$ cat config.mk
export PLATFORM = sky130hd
export DESIGN_NAME = commandParser_flat
export DESIGN_NICKNAME = d
export VERILOG_FILES = /design/src/rasterixPkg.sv /design/src/rasterixIfs.sv /design/src/commandParser.sv /design/src/flat_wrapper.sv
export VERILOG_INCLUDE_DIRS = /design/src
export SDC_FILE = /design/constraint.sdc
export NUM_CORES = 1
export LEC_CHECK = 0
export BUFFER_PORTS_ARGS = -buffer_cell sky130_fd_sc_hd__buf_2
export CAP_MARGIN = 40
export CORE_MARGIN = 1.5
export CORE_UTILIZATION = 29
export DETAILED_ROUTE_END_ITERATION = 6
export PLACE_DENSITY = 0.79
export SLEW_MARGIN = 20
export SYNTH_ARGS = -nofsm -noshare
export SYNTH_HDL_FRONTEND = slang
export SYNTH_SLANG_ARGS = --single-unit
$ cat constraint.sdc
create_clock -name aclk -period 1.4 [get_ports aclk]
set_clock_uncertainty 0.1 [all_clocks]
set_input_delay 0.07 -clock aclk [delete_from_list [all_inputs] [get_ports aclk]]
set_output_delay 0.07 -clock aclk [all_outputs]
set_load 0.03 [all_outputs]
$ cat src/rasterix_settings.svh
// Rasterix build constants
`ifndef RASTERIX_SETTINGS_SVH
`define RASTERIX_SETTINGS_SVH

// Screen geometry
`define SCREEN_W 16
`define SCREEN_H 16
`define PIXEL_COUNT 256
`define FB_INDEX_W 8

// Datapath widths
`define CMD_W 16
`define PIXEL_W 16
`define COORD_W 8
`define EDGE_W 16
`define MASK_W 4

// Command opcodes
`define OP_SETREG 1
`define OP_FBCTRL 2
`define OP_RENDER 3

////////////////////////////////////////
// Register addresses
////////////////////////////////////////
`define REG_BB_START 0
`define REG_BB_END 1
`define REG_W0 2
`define REG_W1 3
`define REG_W2 4
`define REG_W0_INC_X 5
`define REG_W1_INC_X 6
`define REG_W2_INC_X 7
`define REG_W0_INC_Y 8
`define REG_W1_INC_Y 9
`define REG_W2_INC_Y 10
`define REG_TRI_COLOR 11
`define REG_CLEAR_COLOR 12
`define REG_CONF 13

`endif

$ cat src/rasterixPkg.sv
// Rasterix shared types
`include "rasterix_settings.svh"

package rasterixPkg;

    typedef logic [3:0] regIndex_t;

    // One header word, decoded per opcode
    typedef union packed {
        struct packed {
            logic [3:0] opcode;
            regIndex_t  regNum;
            logic [7:0] unused;
        } setRegView;
        struct packed {
            logic [3:0] opcode;
            logic       memset;
            logic       commit;
            logic [9:0] unused;
        } fbCtrlView;
    } cmdWord_u;

    // Linear framebuffer address of a screen pixel
    function automatic logic [`FB_INDEX_W-1:0] pixelIndex(input logic [`COORD_W-1:0] x,
                                                          input logic [`COORD_W-1:0] y);
        return `FB_INDEX_W'(y * `SCREEN_W + x);
    endfunction

    // Replace only the nibbles enabled in mask, bit 3 is the top nibble
    function automatic logic [`PIXEL_W-1:0] maskedMerge(input logic [`PIXEL_W-1:0] oldPix,
                                                        input logic [`PIXEL_W-1:0] newPix,
                                                        input logic [`MASK_W-1:0] mask);
        logic [`PIXEL_W-1:0] result;
        result = oldPix;
        for (int i = 0; i < `MASK_W; i++) begin
            if (mask[i]) begin
                result[i*4 +: 4] = newPix[i*4 +: 4];
            end
        end
        return result;
    endfunction

endpackage

$ cat src/rasterixIfs.sv
// Rasterix internal interfaces
`include "rasterix_settings.svh"


// Framebuffer operation control
interface fbCtrlIf;
    logic                memset;
    logic                commit;
    logic [`PIXEL_W-1:0] clearColor;
    logic [`MASK_W-1:0]  colorMask;
    logic                fbBusy;

    modport controller (output memset, commit, clearColor, colorMask, input fbBusy);
    modport target (input memset, commit, clearColor, colorMask, output fbBusy);
endinterface

$ cat src/commandParser.sv
// Rasterix command parser
`include "rasterix_settings.svh"

module commandParser import rasterixPkg::*; (
    input  logic              aclk,
    input  logic              rstN,

    // Command stream
    input  logic              cmdValid,
    input  logic              cmdLast,
    input  logic [`CMD_W-1:0] cmdData,
    output logic              cmdReady,

    // Register bank
    output logic              regWrite,
    output regIndex_t         regAddr,
    output logic [15:0]       regData,

    // Rasterizer control
    output logic              startRender,
    input  logic              rasterBusy,

    fbCtrlIf.controller       fbCtrl,
    input  logic [15:0]       clearColor,
    input  logic [15:0]       confReg
);

    localparam logic [1:0] StHeader  = 2'd0;
    localparam logic [1:0] StRegData = 2'd1;
    localparam logic [1:0] StWait    = 2'd2;

    logic [1:0] state;
    cmdWord_u   header;
    logic       accept;
    logic       memsetPulse;
    logic       commitPulse;
    logic       allIdle;

    assign header   = cmdData;
    assign cmdReady = (state != StWait);
    assign accept   = cmdValid && cmdReady;

    // Data word goes straight to the bank
    assign regWrite = accept && (state == StRegData);
    assign regData  = cmdData;

    assign fbCtrl.memset     = memsetPulse;
    assign fbCtrl.commit     = commitPulse;
    assign fbCtrl.clearColor = clearColor;
    assign fbCtrl.colorMask  = confReg[`MASK_W-1:0];

    // Pulses are still in flight on the first wait cycle
    assign allIdle = !startRender && !memsetPulse && !commitPulse
                     && !rasterBusy && !fbCtrl.fbBusy;

    ////////////////////////////////////////
    // Stream FSM
    ////////////////////////////////////////
    always_ff @(posedge aclk) begin
        if (!rstN) begin
            state       <= StHeader;
            regAddr     <= '0;
            startRender <= 1'b0;
            memsetPulse <= 1'b0;
            commitPulse <= 1'b0;
        end else begin
            startRender <= 1'b0;
            memsetPulse <= 1'b0;
            commitPulse <= 1'b0;
            case (state)
                StHeader: begin
                    if (accept) begin
                        case (header.setRegView.opcode)
                            `OP_SETREG: begin
                                regAddr <= header.setRegView.regNum;
                                state   <= StRegData;
                            end
                            `OP_FBCTRL: begin
                                // Memset wins over commit
                                memsetPulse <= header.fbCtrlView.memset;
                                commitPulse <= !header.fbCtrlView.memset
                                               && header.fbCtrlView.commit;
                                state       <= StWait;
                            end
                            `OP_RENDER: begin
                                startRender <= 1'b1;
                                state       <= StWait;
                            end
                            default: state <= StHeader;
                        endcase
                    end
                end
                StRegData: begin
                    if (accept) begin
                        state <= StHeader;
                    end
                end
                default: begin
                    if (allIdle) begin
                        state <= StHeader;
                    end
                end
            endcase
        end
    end

endmodule

$ cat src/flat_wrapper.sv
// flat-port wrapper written by rule: the top's interface ports become plain ports
module commandParser_flat import rasterixPkg::*;
  (aclk, rstN, cmdValid, cmdLast, cmdData, cmdReady, regWrite, regAddr, regData, startRender, rasterBusy, clearColor, confReg, fbCtrl_memset, fbCtrl_commit, fbCtrl_clearColor, fbCtrl_colorMask, fbCtrl_fbBusy);
  fbCtrlIf fbCtrl_i ();
  input  logic aclk;
  input  logic rstN;
  input  logic cmdValid;
  input  logic cmdLast;
  input  logic [`CMD_W-1:0] cmdData;
  output logic cmdReady;
  output logic regWrite;
  output regIndex_t regAddr;
  output logic [15:0] regData;
  output logic startRender;
  input  logic rasterBusy;
  input  logic [15:0] clearColor;
  input  logic [15:0] confReg;
  output wire logic [$bits(fbCtrl_i.memset)-1:0] fbCtrl_memset;
  output wire logic [$bits(fbCtrl_i.commit)-1:0] fbCtrl_commit;
  output wire logic [$bits(fbCtrl_i.clearColor)-1:0] fbCtrl_clearColor;
  output wire logic [$bits(fbCtrl_i.colorMask)-1:0] fbCtrl_colorMask;
  input wire logic [$bits(fbCtrl_i.fbBusy)-1:0] fbCtrl_fbBusy;
  assign fbCtrl_memset = fbCtrl_i.memset;
  assign fbCtrl_commit = fbCtrl_i.commit;
  assign fbCtrl_clearColor = fbCtrl_i.clearColor;
  assign fbCtrl_colorMask = fbCtrl_i.colorMask;
  assign fbCtrl_i.fbBusy = fbCtrl_fbBusy;
  commandParser u_core (.aclk(aclk), .rstN(rstN), .cmdValid(cmdValid), .cmdLast(cmdLast), .cmdData(cmdData), .cmdReady(cmdReady), .regWrite(regWrite), .regAddr(regAddr), .regData(regData), .startRender(startRender), .rasterBusy(rasterBusy), .fbCtrl(fbCtrl_i), .clearColor(clearColor), .confReg(confReg));
endmodule
[After elaboration in Yosys (flattened, before gate mapping)]
Index checks and enable logic that the tools add are counted.
Word-level totals
  flip-flop bits (word level): 9
  output and inout port bits: 45
Operators by class
  equality and inequality tests: 7
  muxes and demuxes: 6
  reduce and logical (&&, ||, !) cells: 20
Operators by type and width (count)
  $reduce_and 3->1: 3
  $eq 4x2->1 const B: 2
  $pmux 2 s2: 2
  $logic_and 1x1->1: 7
  $logic_not 1->1: 6
  $mux 2: 3
  $eq 4x1->1 const B: 1
  $ne 2x1->1 const B: 2
  $reduce_and 4->1: 1
  $reduce_bool 3->1: 1
  $eq 2x1->1 const B: 1
  $logic_not 2->1: 1
  $ne 2x2->1 const B: 1
  $reduce_or 2->1: 1
  $mux 1: 1

[Logic depth before layout (Yosys ltp)]
Gate-level depths: netlist of run 1.
  depth after elaboration: 7
  depth in mapped cells: 4
  gate-level depth less buffers: 3

[Worst setup path before layout of run 1]
No wires, ideal clock.
  path type: register to register
  start: reg u_core.startRender
  end: reg u_core.state[0]
  library setup time: 124 ps
  arrival: 1187 ps
  data required time: 1176 ps
  slack: -10 ps
  stages on the path, launching flop included: 4
  buffers on the path: 0
  path through: dfxtp_1 -> or4_1 -> o211ai_1 -> a31oi_1
Between the ends
  cells in the longest elaborated chain, start to end: 7
Ends and longest elaborated chain
  from (decl): RTL line commandParser.sv:20  | output logic startRender,
  from (signal assigned): RTL line commandParser.sv:63  | startRender <= 1'b0;
  from (signal assigned): RTL line commandParser.sv:67  | startRender <= 1'b0;
  from (signal assigned): RTL line commandParser.sv:86  | startRender <= 1'b1;
  $logic_not 1->1: RTL line commandParser.sv:53  | assign allIdle = !startRender && !memsetPulse && !commitPulse
  $logic_and 1x1->1 (2 in series): RTL line commandParser.sv:53
  $logic_and 1x1->1 (2 in series): RTL line commandParser.sv:54  | && !rasterBusy && !fbCtrl.fbBusy;
  $reduce_bool 3->1 (no line)
  $reduce_and 3->1 (no line)
  to (signal assigned): RTL line commandParser.sv:61  | state <= StHeader;
  to (signal assigned): RTL line commandParser.sv:76  | state <= StRegData;
  to (signal assigned): RTL line commandParser.sv:83  | state <= StWait;
  to (decl): RTL line commandParser.sv:32  | logic [1:0] state;
No other way between the ends.
A chain may end at the register's enable or synchronous reset.

[Worst setup path in the final report of run 1]
  start: in cmdValid
  end: reg u_core.regAddr[2]
Between the ends
  cells in the longest elaborated chain, start to end: 2
Ends and longest elaborated chain
  from (decl): RTL line flat_wrapper.sv:7  | input logic cmdValid;
  $logic_and 1x1->1: RTL line commandParser.sv:41  | assign accept = cmdValid && cmdReady;
  $reduce_and 3->1 (no line)
  to (signal assigned): RTL line commandParser.sv:75  | regAddr <= header.setRegView.regNum;
  to (decl): RTL line commandParser.sv:16  | output regIndex_t regAddr,
No other way between the ends.

==> impl_results.rst, run 1 <==
.. list-table::
   :header-rows: 1

   * - Metric
     - Value
   * - Drt via density
     - a little under 5
   * - Initial standard-cell utilization of the core
     - 0.307
   * - Slew margin rel.
     - 0.789
   * - Routed via count
     - between 500 and 600
   * - Bufs and invs on worst path
     - 1
   * - Final critical path time including I/O delays and setup
     - between 1 and 1.5 ns
   * - Share of total power consumed by net switching
     - 0.291
   * - Maximum number of pins on one net before global-route repair
     - 7
   * - Commonest cells after routing, fill and taps aside
     - sky130_fd_sc_hd__buf_2, sky130_fd_sc_hd__dfxtp_1, sky130_fd_sc_hd__dlygate4sd3_1
   * - Mapped cell area
     - just under 700 sq um
   * - Class of the tightest hold or removal check
     - primary input to flip-flop
   * - Total power density per cell area
     - 838 mW/mm^2
   * - Antenna violations before repair
     - 0
   * - Crit path kind
     - primary input to flip-flop
   * - Cells after synthesis
     - 79
   * - Worst vdd rail ir drop
     - roughly 0.00046 V
   * - Worst Hold Path Cells
     - 3
   * - Wire length of the first global-routing pass
     - 2120 um
   * - Outcome
     - finished clean
   * - Switching power summed over all nets
     - around 0.17 mW
   * - DRC errors left
     - 0
   * - Yosys warning total
     - 0
   * - Final net count
     - about 140
   * - Core ar.
     - roughly 0.0022 sq mm
   * - Sequential share of power
     - 0.439
   * - Worst Setup Start Kind
     - primary input
   * - Required time at the endpoint of the critical path
     - between 1 and 1.5 ns
   * - Cell at the root of the clock tree
     - sky130_fd_sc_hd__clkbuf_4
   * - Setup slack of the most critical reg-to-reg path
     - roughly 0.060 ns
   * - Standby leakage power
     - between 0.3 and 0.4 nW
   * - Vias in the first global route
     - 487
   * - Power share of the clock group
     - 0.345
   * - Number of setup violations in the final report
     - 0
   * - Cell variety after synth
     - 22
   * - Max-slew violation total from the final report
     - 0
   * - Clock transition at the register clock pins on the worst setup and hold paths after CTS
     - around 0.060 ns
   * - Antenna diode count
     - 0
   * - Crit-path cells
     - dlygate4sd3_1 > or4b_4 > o21ai_2 > a21oi_1
   * - Wirelength, routed
     - around 1500 um
   * - Worst R2R Path Depth
     - 3
   * - Logic gate share of total power
     - 0.216
   * - Period utilisation layout
     - 0.961
   * - Synth Area per Inst
     - approximately 8.6 sq um
   * - GRT Residual Overflow
     - 0
   * - Layout cell share with drive strength beyond 1
     - 0.530
   * - Num CTS Buffers
     - 3
   * - Sink count of the clock tree
     - 9
   * - Util after Layout
     - 0.322
   * - Dominant cell type by area after synthesis
     - sky130_fd_sc_hd__buf_4
   * - Fraction of synthesized cell area taken by the top area cell type
     - 0.399
   * - Maxcap violations
     - 0
   * - Cells taking the most area after synthesis
     - sky130_fd_sc_hd__buf_4, sky130_fd_sc_hd__dfxtp_1, sky130_fd_sc_hd__nand4_1
   * - Kind of cell adding the most delay to the critical path
     - buffers and inverters
   * - Delay contributed by the slowest stage of the critical path
     - 0.58 ns
   * - Fmax
     - around 740 MHz
   * - Antenna-violating nets left
     - 0
   * - Total cell area at the placement stage
     - 607 sq um
   * - Pwr Total
     - 0.597 mW
   * - Number of flip-flops and latches in the synthesized netlist
     - 9
   * - Number of buffers inserted to repair setup after CTS
     - 0
   * - Filler instances
     - approximately 250
   * - Area Growth Syn to Fin
     - 4.98%
   * - Wire length per cell
     - about 13 um
   * - Internal power
     - ~0.42 mW
   * - Setup_tns
     - 0 ns
   * - Die extent in x
     - ~51 um
   * - Starting DRT DRC Count
     - 9
   * - Most frequent standard cell in the layout excluding fill and tap cells
     - sky130_fd_sc_hd__buf_2
   * - Slowest stage cell, crit path
     - sky130_fd_sc_hd__dlygate4sd3_1
   * - Clock insertion delay at the later pin of the skew report
     - about 0.27 ns
   * - Fin. Hold Viols
     - 0
   * - Setup repair after global routing missed its margin
     - false
   * - Last weighted congestion value of the routability-driven placer
     - 0.829
   * - Crit path depth
     - 4
   * - Number of top-level design ports
     - 99
   * - Number of iterations in the first detailed-routing pass
     - 4
   * - Cell Rows
     - 17
   * - Number of levels the H-tree was split into
     - 1
   * - Die area
     - 0.00264 sq mm
   * - Crit path max fanout
     - 4
   * - CTS tree
     - built
   * - Count of non-filler cells in the finished layout
     - around 110
   * - Chip height
     - about 50 um
   * - Sequential fraction of the synthesis area
     - 0.266
   * - Nature of the critical path endpoint
     - flip-flop
   * - Max Buffers Root-to-Sink
     - 2
   * - Syn Nets
     - about 130
   * - WP data arrival
     - ~1.4 ns
   * - Post-detailed-placement half-perimeter wirelength
     - around 1100 um
   * - GRT Total Usage
     - 0.111
   * - Input/output buffers
     - 29
   * - Worst-margin pin slew
     - 0.315 ns
   * - Post-Place Cells
     - between 100 and 150
   * - Post-route standard cell area excluding fillers
     - just over 700 sq um
worst register-to-register path, cell delays in order, from the launching register on:
cell and delay [ns]:
sky130_fd_sc_hd__dfxtp_2 0.31, sky130_fd_sc_hd__or4_1 0.53, sky130_fd_sc_hd__o211ai_1 0.19, sky130_fd_sc_hd__a31oi_1 0.10
through the flow:
step           setup WS (ns)  hold WS, ns
3_5_place_dp          0.0553       0.0402
4_1_cts               0.0213      0.00297
3_3_place_gp          0.0754       0.0402
5_1_grt              0.00426      0.00822
2_1_floorplan        0.00616       0.0414
6_report              0.0541      0.00777
cells in the mapped netlist, drive strengths merged:
cell     n
dfxtp    9
or2b     1
or4      1
o211ai   1
nor3     1
nand4    5
a31oi    1
nor2     1
and2     1
o21ai    5
inv      2
nor2b    2
nor3b    1
nor4b    1
buf     36
or3b     2
or4b     1
nand3    2
clkbuf   1
a21oi    5
final cells by class:
type | instances | area [sq um] | share of cell area
repair buffers | 37 | 228 | 0.320
multi-input cells | 31 | 234 | 0.329
clock buffers | 4 | 26.3 | 0.0369
well taps | 28 | 35.0 | 0.0492
flip-flops and latches | 9 | 181 | 0.255
inverters | 2 | 7.51 | 0.0105
registers in the layout (all words and copies together), names as in the netlist:
register              cells
u_core.fbCtrl.commit      1
u_core.state              2
u_core.regAddr            4
u_core.fbCtrl.memset      1
u_core.startRender        1
cells by family after synthesis:
family                 after synthesis  synth area share
flip-flops                           9             0.266
buffers and inverters               39             0.417
AND/OR/NAND/NOR                     19             0.223
AO/OA/AOI/OAI                       12            0.0941
power groups by stage:
stage,registers (mW),logic [mW],clock network (mW)
floorplan,0.271,0.223,0
global placement,0.267,0.109,0
detailed placement,0.267,0.111,0
CTS,0.262,0.125,0.209
global route,0.262,0.138,0.219
finish,0.262,0.129,0.206
per-layer routing:
layer / vias up / part of all wire / GRT usage / wire (um)
li1: 244 / - / - / -
met1: 241 / 0.39 / 0.116 / 581
met2: 40 / 0.44 / 0.173 / 653
met3: 8 / 0.14 / 0.0643 / 202
met4: 0 / 0.025 / 0.0658 / 37
met5: - / 0 / 0 / 0
worst paths after layout:
| path | startpoint | to |
|---|---|---|
| worst max register to register | u_core.startRender | u_core.state[0] |
| worst min register to register | u_core.regAddr[2] | u_core.regAddr[2] |
| worst min-delay path | cmdData[13] | u_core.state[1] |
| worst max-delay path | cmdValid | u_core.regAddr[2] |
what timing repair did:
item	4_1_cts	5_1_grt
endpoints found under the hold margin	7	0
hold buffers	6	0
pin swaps	0	1
resized for setup	1	6
endpoints found under the setup margin	1	5
cloned	0	0
No activity file was read; power rests on OpenSTA's default activity.
==> inputs of run 2 (changes only) <==
Settings changed: BUFFER_PORTS_ARGS -buffer_cell sky130_fd_sc_hd__buf_2 to -buffer_cell sky130_fd_sc_hd__clkbuf_2, CTS_CLUSTER_SIZE set to 10.
==> run 2 against run 1 <==
Compared with the run above: clock power down 4%; largest power group unchanged; first-iteration DRC count is 78% lower; worst setup slack worse by 0.014 ns; global-route usage shrank 0.12 points; final area down 2.3%; largest cell class unchanged; via count down 0.94%; register-to-register slack about the same; non-clock buffer count unchanged; sequential share of layout area rose by 0.60 points.
==> impl_results.rst, run 2 (synthesis results as in run 1) <==
.. list-table::
   :header-rows: 1

   * - Metric
     - Value
   * - Outcome
     - finished clean
   * - Area Growth Syn to Fin
     - 2.58%
   * - Nature of the critical path endpoint
     - flip-flop
   * - Post-Place Cells
     - 102 (unchanged)
   * - Post-detailed-placement half-perimeter wirelength
     - 1130 um (+1.9%)
   * - Maxcap violations
     - 0 (unchanged)
   * - Max Buffers Root-to-Sink
     - 2 (unchanged)
   * - Sequential standard cell area
     - 181 sq um (unchanged)
   * - Util after Layout
     - 0.314 (-0.00735)
   * - Number of levels the H-tree was split into
     - 1 (unchanged)
   * - Fin. Hold Viols
     - 0 (unchanged)
   * - Register bank with the most flops
     - u_core.regAddr
   * - Sink count of the clock tree
     - 9 (unchanged)
   * - Wire length per cell
     - 12.7 um (-4.0%)
   * - CTS tree
     - built
   * - WP data arrival
     - 1.41 ns (about the same)
   * - Worst Setup Start Kind
     - primary input
   * - Routed via count
     - 528 (-0.94%)
   * - Worst-margin pin slew
     - 0.224 ns (-0.0919 ns)
   * - Final net count
     - 138 (unchanged)
   * - Number of top-level design ports
     - 99 (unchanged)
   * - Last weighted congestion value of the routability-driven placer
     - 0.836 (+0.81%)
   * - Standby leakage power
     - 0.308 nW (-0.78%)
   * - Maximum number of pins on one net before global-route repair
     - 7 (unchanged)
   * - Initial standard-cell utilization of the core
     - 0.307 (unchanged)
   * - Die extent in x
     - 51.4 um (unchanged)
   * - Layout cell share with drive strength beyond 1
     - 0.518 (-0.0120)
   * - Core ar.
     - 0.00221 sq mm (unchanged)
   * - Cell at the root of the clock tree
     - sky130_fd_sc_hd__clkbuf_4
   * - Max-slew violation total from the final report
     - 0 (unchanged)
   * - Filler instances
     - 253 (+2.4%)
   * - GRT Total Usage
     - 0.110 (-0.00116)
   * - Drt via density
     - 4.76 (-0.94%)
   * - Crit path kind
     - primary input to flip-flop
   * - Class of the tightest hold or removal check
     - primary input to flip-flop
   * - Wire length of the first global-routing pass
     - 2010 um (-4.9%)
   * - Total power density per cell area
     - 843 mW/mm^2 (+0.51%)
   * - Count of non-filler cells in the finished layout
     - 111 (unchanged)
   * - Number of setup violations in the final report
     - 0 (unchanged)
   * - Number of flip-flops in the largest register
     - 4 (unchanged)
   * - Area of the multi-input gates
     - 225 sq um (-3.7%)
   * - Antenna violations before repair
     - 0 (unchanged)
   * - Chip height
     - 51.4 um (unchanged)
   * - GRT Residual Overflow
     - 0 (unchanged)
   * - Final critical path time including I/O delays and setup
     - 1.36 ns (+0.0138 ns)
   * - Required time at the endpoint of the critical path
     - 1.45 ns (about the same)
   * - Start of the worst register-to-register path
     - u_core.startRender
   * - Final worst hold slack
     - 0.0162 ns (+0.00844 ns)
   * - Fmax
     - 735 MHz (-1.0%)
   * - Period utilisation layout
     - 0.971 (+0.00986)
   * - Starting DRT DRC Count
     - 2 (-7)
   * - Cell Rows
     - 17 (unchanged)
   * - Startpoint of the lowest-slack hold path
     - cmdValid
   * - Num CTS Buffers
     - 3 (unchanged)
   * - Most frequent standard cell in the layout excluding fill and tap cells
     - sky130_fd_sc_hd__clkbuf_2
   * - Crit path max fanout
     - 6 (+2)
   * - Slew margin rel.
     - 0.851 (+0.0615)
   * - Antenna-violating nets left
     - 0 (unchanged)
   * - Input/output buffers
     - 29 (unchanged)
   * - Die area
     - 0.00264 sq mm (unchanged)
   * - Clock insertion delay at the later pin of the skew report
     - 0.26 ns (about the same)
   * - Antenna diode count
     - 0 (unchanged)
   * - Setup_tns
     - 0 ns (unchanged)
   * - Setup crit start
     - cmdData[12]
   * - Number of buffers inserted to repair setup after CTS
     - 0 (unchanged)
   * - Largest registers in the final layout
     - u_core.regAddr (4), u_core.state (2)
   * - Wirelength, routed
     - 1420 um (-4.0%)
   * - Number of iterations in the first detailed-routing pass
     - 4 (unchanged)
   * - Setup repair after global routing missed its margin
     - false
   * - Worst vdd rail ir drop
     - 0.000351 V (-24%)
   * - Vias in the first global route
     - 451 (-7.4%)
   * - Clock transition at the register clock pins on the worst setup and hold paths after CTS
     - 0.06 ns (about the same)
   * - Commonest cells after routing, fill and taps aside
     - sky130_fd_sc_hd__clkbuf_2, sky130_fd_sc_hd__dfxtp_1, sky130_fd_sc_hd__a21oi_1, sky130_fd_sc_hd__nand4_1, sky130_fd_sc_hd__dlygate4sd3_1
   * - DRC errors left
     - 0 (unchanged)
[run 2: cell count changes in the layout (fill, tap and decap cells not counted)]
| cell | change |
|---|---|
| sky130_fd_sc_hd__nor2b_1 | -1 |
| sky130_fd_sc_hd__buf_4 | -1 |
| sky130_fd_sc_hd__buf_2 | -26 |
| sky130_fd_sc_hd__clkbuf_2 | +28 |
| sky130_fd_sc_hd__o21ai_1 | +3 |
| sky130_fd_sc_hd__nor2b_2 | +1 |
| sky130_fd_sc_hd__dlygate4sd3_1 | -1 |
| sky130_fd_sc_hd__o21ai_2 | -3 |
[run 2: area by class of cell]
cell class / instances / share of cell area
Sequential cell: 9 / 0.261
Clock buffer: 4 / 0.0378
Tap cell: 28 / 0.0504
Multi-Input combinational cell: 31 / 0.324
Timing Repair Buffer: 37 / 0.317
Inverter: 2 / 0.0108
[run 2: metrics by stage]
step | total power, mW | instance area [sq um] | setup WS (ns)
floorplan | 0.494 | 679 | 0.00616
global placement | 0.376 | 607 | 0.0750
detailed placement | 0.379 | 607 | 0.0599
CTS | 0.593 | 686 | 0.0192
global route | 0.614 | 696 | 0.000246
finish | 0.586 | 696 | 0.0403
[run 2: worst paths after layout]
kind	endpoint	slack, ns	depth (start not counted)
worst max register to register	u_core.state[0]	0.07	3
worst min register to register	u_core.regAddr[0]	0.39	2
worst min-delay path	u_core.state[0]	0.02	3
worst max-delay path	u_core.regAddr[2]	0.04	5
[run 2: critical path: stages]
cell,delay [ns]
sky130_fd_sc_hd__dlygate4sd3_1,0.53
sky130_fd_sc_hd__clkbuf_2,0.17
sky130_fd_sc_hd__or3b_4,0.42
sky130_fd_sc_hd__o21ai_1,0.15
sky130_fd_sc_hd__a21oi_1,0.08
[run 2: per-layer routing]
metal	track usage	share of wire	vias up	wire [um]
met4	0.105	0.036	0	51
met5	0	0	-	0
met3	0.0585	0.13	10	179
li1	-	-	243	-
met1	0.111	0.40	240	567
met2	0.160	0.44	35	616
[run 2: power breakdown]
part	switching (mW)	leakage [nW]	internal [mW]
registers	0.00213	0.0732	0.259
clock network	0.0887	0.0150	0.110
logic	0.0751	0.220	0.0511
[run 2: what timing repair did]
item / CTS / global route
setup endpoints to repair: 1 / 2
hold buffers: 5 / 0
endpoints found under the hold margin: 6 / 0
resized for setup: 1 / 4
==> inputs of run 3 (changes only) <==
Settings changed: CORE_UTILIZATION 29 to 26, PLACE_DENSITY 0.79 to 0.75.
Clock period 1.4 ns to 1.25 ns, I/O delays scaled along.
==> run 3 against run 2 <==
Compared with the run above: the run now ends with setup timing left; final area up 8.6%; total power increased by 13%; clock power rose by 11%; sequential power rose by 10%; highest routed layer unchanged; sequential share of layout area down 0.75 points; non-clock buffer count grew 2; combinational power grew 21%; critical endpoint is now u_core.regAddr[3]; via count shrank 0.19%; cell count up 3.6%; wire length increased by 2.8%; largest power group unchanged; sequential cell count did not move; hold slack got worse by 0.012 ns.
==> impl_results.rst, run 3 (synthesis results as in run 1) <==
.. list-table::
   :header-rows: 1

   * - Metric
     - Value
   * - Outcome
     - complete, but fails checks
   * - Violations in the final reports
     - setup timing
   * - Vias in the first global route
     - 484 (+7.3%)
   * - Antenna violations before repair
     - 0 (unchanged)
   * - Layout cell share with drive strength beyond 1
     - 0.624 (+0.105)
   * - Worst reg2reg path endpoint
     - u_core.regAddr[3]
   * - Initial standard-cell utilization of the core
     - 0.274 (-0.0328)
   * - Max Buffers Root-to-Sink
     - 2 (unchanged)
   * - Last weighted congestion value of the routability-driven placer
     - 0.872 (+4.3%)
   * - Crit-path cells
     - or4b_4 > o21ai_2 > a21oi_1
   * - Pwr Total
     - 0.661 mW (+13%)
   * - Total power density per cell area
     - 875 mW/mm^2 (+3.8%)
   * - Setup_tns
     - -0.238 ns (-0.238 ns)
   * - Period utilisation layout
     - 1.05
   * - Number of flip-flops in the largest register
     - 4 (unchanged)
   * - Class of the tightest hold or removal check
     - primary input to flip-flop
   * - Number of levels the H-tree was split into
     - 1 (unchanged)
   * - Routed via count
     - 527 (-0.19%)
   * - Antenna diode count
     - 0 (unchanged)
   * - Final net count
     - 140 (+1.4%)
   * - Post-Place Cells
     - 106 (+3.9%)
   * - Number of setup violations in the final report
     - 6 (+6)
   * - Wire length per cell
     - 12.6 um (-0.82%)
   * - Core ar.
     - 0.00248 sq mm (+12%)
   * - Wirelength, routed
     - 1450 um (+2.8%)
   * - DRC errors left
     - 0 (unchanged)
   * - Slew margin rel.
     - 0.773 (-0.0779)
   * - Max-slew violation total from the final report
     - 0 (unchanged)
   * - Area Growth Syn to Fin
     - 11.4%
   * - Required time at the endpoint of the critical path
     - 1.29 ns (-0.16 ns)
   * - Least setup slack across all paths after layout
     - -0.0573 ns (-0.0976 ns)
   * - Kind of cell adding the most delay to the critical path
     - simple AND/OR/NAND/NOR gates
   * - WP data arrival
     - 1.35 ns (-0.06 ns)
   * - Number of iterations in the first detailed-routing pass
     - 2 (-2)
   * - Clock insertion delay at the later pin of the skew report
     - 0.26 ns (about the same)
   * - Bufs and invs on worst path
     - 0 (-2)
   * - GRT Residual Overflow
     - 0 (unchanged)
   * - Worst Setup Start Kind
     - flip-flop
   * - Final worst hold slack
     - 0.00426 ns (-0.0120 ns)
   * - Post-route standard cell area excluding fillers
     - 756 sq um (+8.6%)
   * - Nature of the critical path endpoint
     - flip-flop
   * - Total cell area at the placement stage
     - 634 sq um (+4.5%)
   * - Commonest cells after routing, fill and taps aside
     - sky130_fd_sc_hd__clkbuf_2, sky130_fd_sc_hd__dfxtp_1, sky130_fd_sc_hd__a21oi_1, sky130_fd_sc_hd__nand4_1, sky130_fd_sc_hd__buf_4
   * - Worst Hold Path Cells
     - 3 (unchanged)
   * - Setup slack of the most critical reg-to-reg path
     - -0.06 ns (-0.13 ns)
   * - Worst vdd rail ir drop
     - 0.000382 V (+8.6%)
   * - Setup WS pre-CTS
     - -0.0976 ns (-0.158 ns)
   * - Register bank with the most flops
     - u_core.regAddr
   * - Standby leakage power
     - 0.329 nW (+6.9%)
   * - Num CTS Buffers
     - 3 (unchanged)
   * - Crit path max fanout
     - 4 (-2)
   * - Worst R2R Path Depth
     - 3 (unchanged)
   * - Number of top-level design ports
     - 99 (unchanged)
   * - Filler instances
     - 276 (+9.1%)
   * - Cell Rows
     - 18 (+1)
   * - Post-detailed-placement half-perimeter wirelength
     - 1080 um (-4.9%)
   * - Most frequent standard cell in the layout excluding fill and tap cells
     - sky130_fd_sc_hd__clkbuf_2
   * - Count of non-filler cells in the finished layout
     - 115 (+3.6%)
   * - Fin. Hold Viols
     - 0 (unchanged)
   * - Maximum number of pins on one net before global-route repair
     - 7 (unchanged)
   * - CTS tree
     - built
   * - Input/output buffers
     - 29 (unchanged)
   * - Chip height
     - 54.1 um (+5.3%)
   * - Util after Layout
     - 0.305 (-0.00943)
   * - Startpoint of the lowest-slack hold path
     - cmdData[13]
   * - Slowest stage cell, crit path
     - sky130_fd_sc_hd__or4b_4
   * - Crit path kind
     - flip-flop to flip-flop
   * - Sink count of the clock tree
     - 9 (unchanged)
   * - Cell at the root of the clock tree
     - sky130_fd_sc_hd__clkbuf_4
   * - Drt via density
     - 4.58 (-3.7%)
   * - Endpoint of the worst hold-timing path
     - u_core.state[1]
   * - Start of the worst register-to-register path
     - u_core.state[1]
   * - Clock transition at the register clock pins on the worst setup and hold paths after CTS
     - 0.06 ns (about the same)
   * - Setup repair after global routing missed its margin
     - true
   * - Fmax
     - approximately 760 MHz
   * - Wire length of the first global-routing pass
     - 1980 um (-1.7%)
   * - Die area
     - 0.00292 sq mm (+11%)
   * - Starting DRT DRC Count
     - 4 (+2)
   * - Worst-margin pin slew
     - 0.340 ns (+0.116 ns)
   * - Final critical path time including I/O delays and setup
     - approximately 1.3 ns
   * - Maxcap violations
     - 0 (unchanged)
   * - Largest registers in the final layout
     - u_core.regAddr (4), u_core.state (2)
   * - Die extent in x
     - 54.1 um (+5.3%)
   * - GRT Total Usage
     - 0.0963 (-0.0140)
   * - Delay contributed by the slowest stage of the critical path
     - 0.54 ns (about the same)
   * - Antenna-violating nets left
     - 0 (unchanged)
run 3: final cells by class:
| cell class | count | area (sq um) | area share |
|---|---|---|---|
| tap | 30 | 37.5 | 0.0497 |
| inverter | 2 | 7.51 | 0.00993 |
| clock buffer | 4 | 26.3 | 0.0348 |
| sequential | 9 | 191 | 0.253 |
| timing repair buffer | 39 | 246 | 0.326 |
| multi-input combinational | 31 | 246 | 0.326 |
run 3: worst min-delay path: stages:
cell and delay (ns):
sky130_fd_sc_hd__clkbuf_2 0.12, sky130_fd_sc_hd__nand3_1 0.07, sky130_fd_sc_hd__a21oi_1 0.06
run 3: worst max-delay path by stage:
stage | startpoint | slack (ns) | cells after the start | to
CTS | u_core.fbCtrl.commit | -0.06 | 3 | u_core.state[0]
finish | u_core.state[1] | -0.06 | 3 | u_core.regAddr[3]
detailed placement | u_core.fbCtrl.commit | -0.1 | 3 | u_core.state[0]
global route | u_core.fbCtrl.commit | -0.1 | 3 | u_core.state[0]
floorplan | u_core.fbCtrl.commit | -0.10 | 3 | u_core.state[0]
global placement | u_core.fbCtrl.commit | -0.08 | 3 | u_core.state[0]
run 3: report_power, final:
part           internal, mW  switching (mW)
logic                0.0651          0.0879
registers             0.285         0.00365
clock network         0.123          0.0967
run 3: repair_timing:
item	CTS	global route
buffers inserted	0	1
hold buffers	4	0
endpoints found under the setup margin	8	10
hold endpoints to repair	5	0
resized for setup	5	10
pin swaps	5	4
run 3: routing by layer:
layer / wire length [um] / share of wire / global-route usage / vias up
met5: 0 / 0 / 0 / -
met4: 16 / 0.011 / 0.0500 / 0
met3: 187 / 0.13 / 0.0389 / 4
met2: 669 / 0.46 / 0.161 / 39
met1: 580 / 0.40 / 0.104 / 234
li1: - / - / - / 250
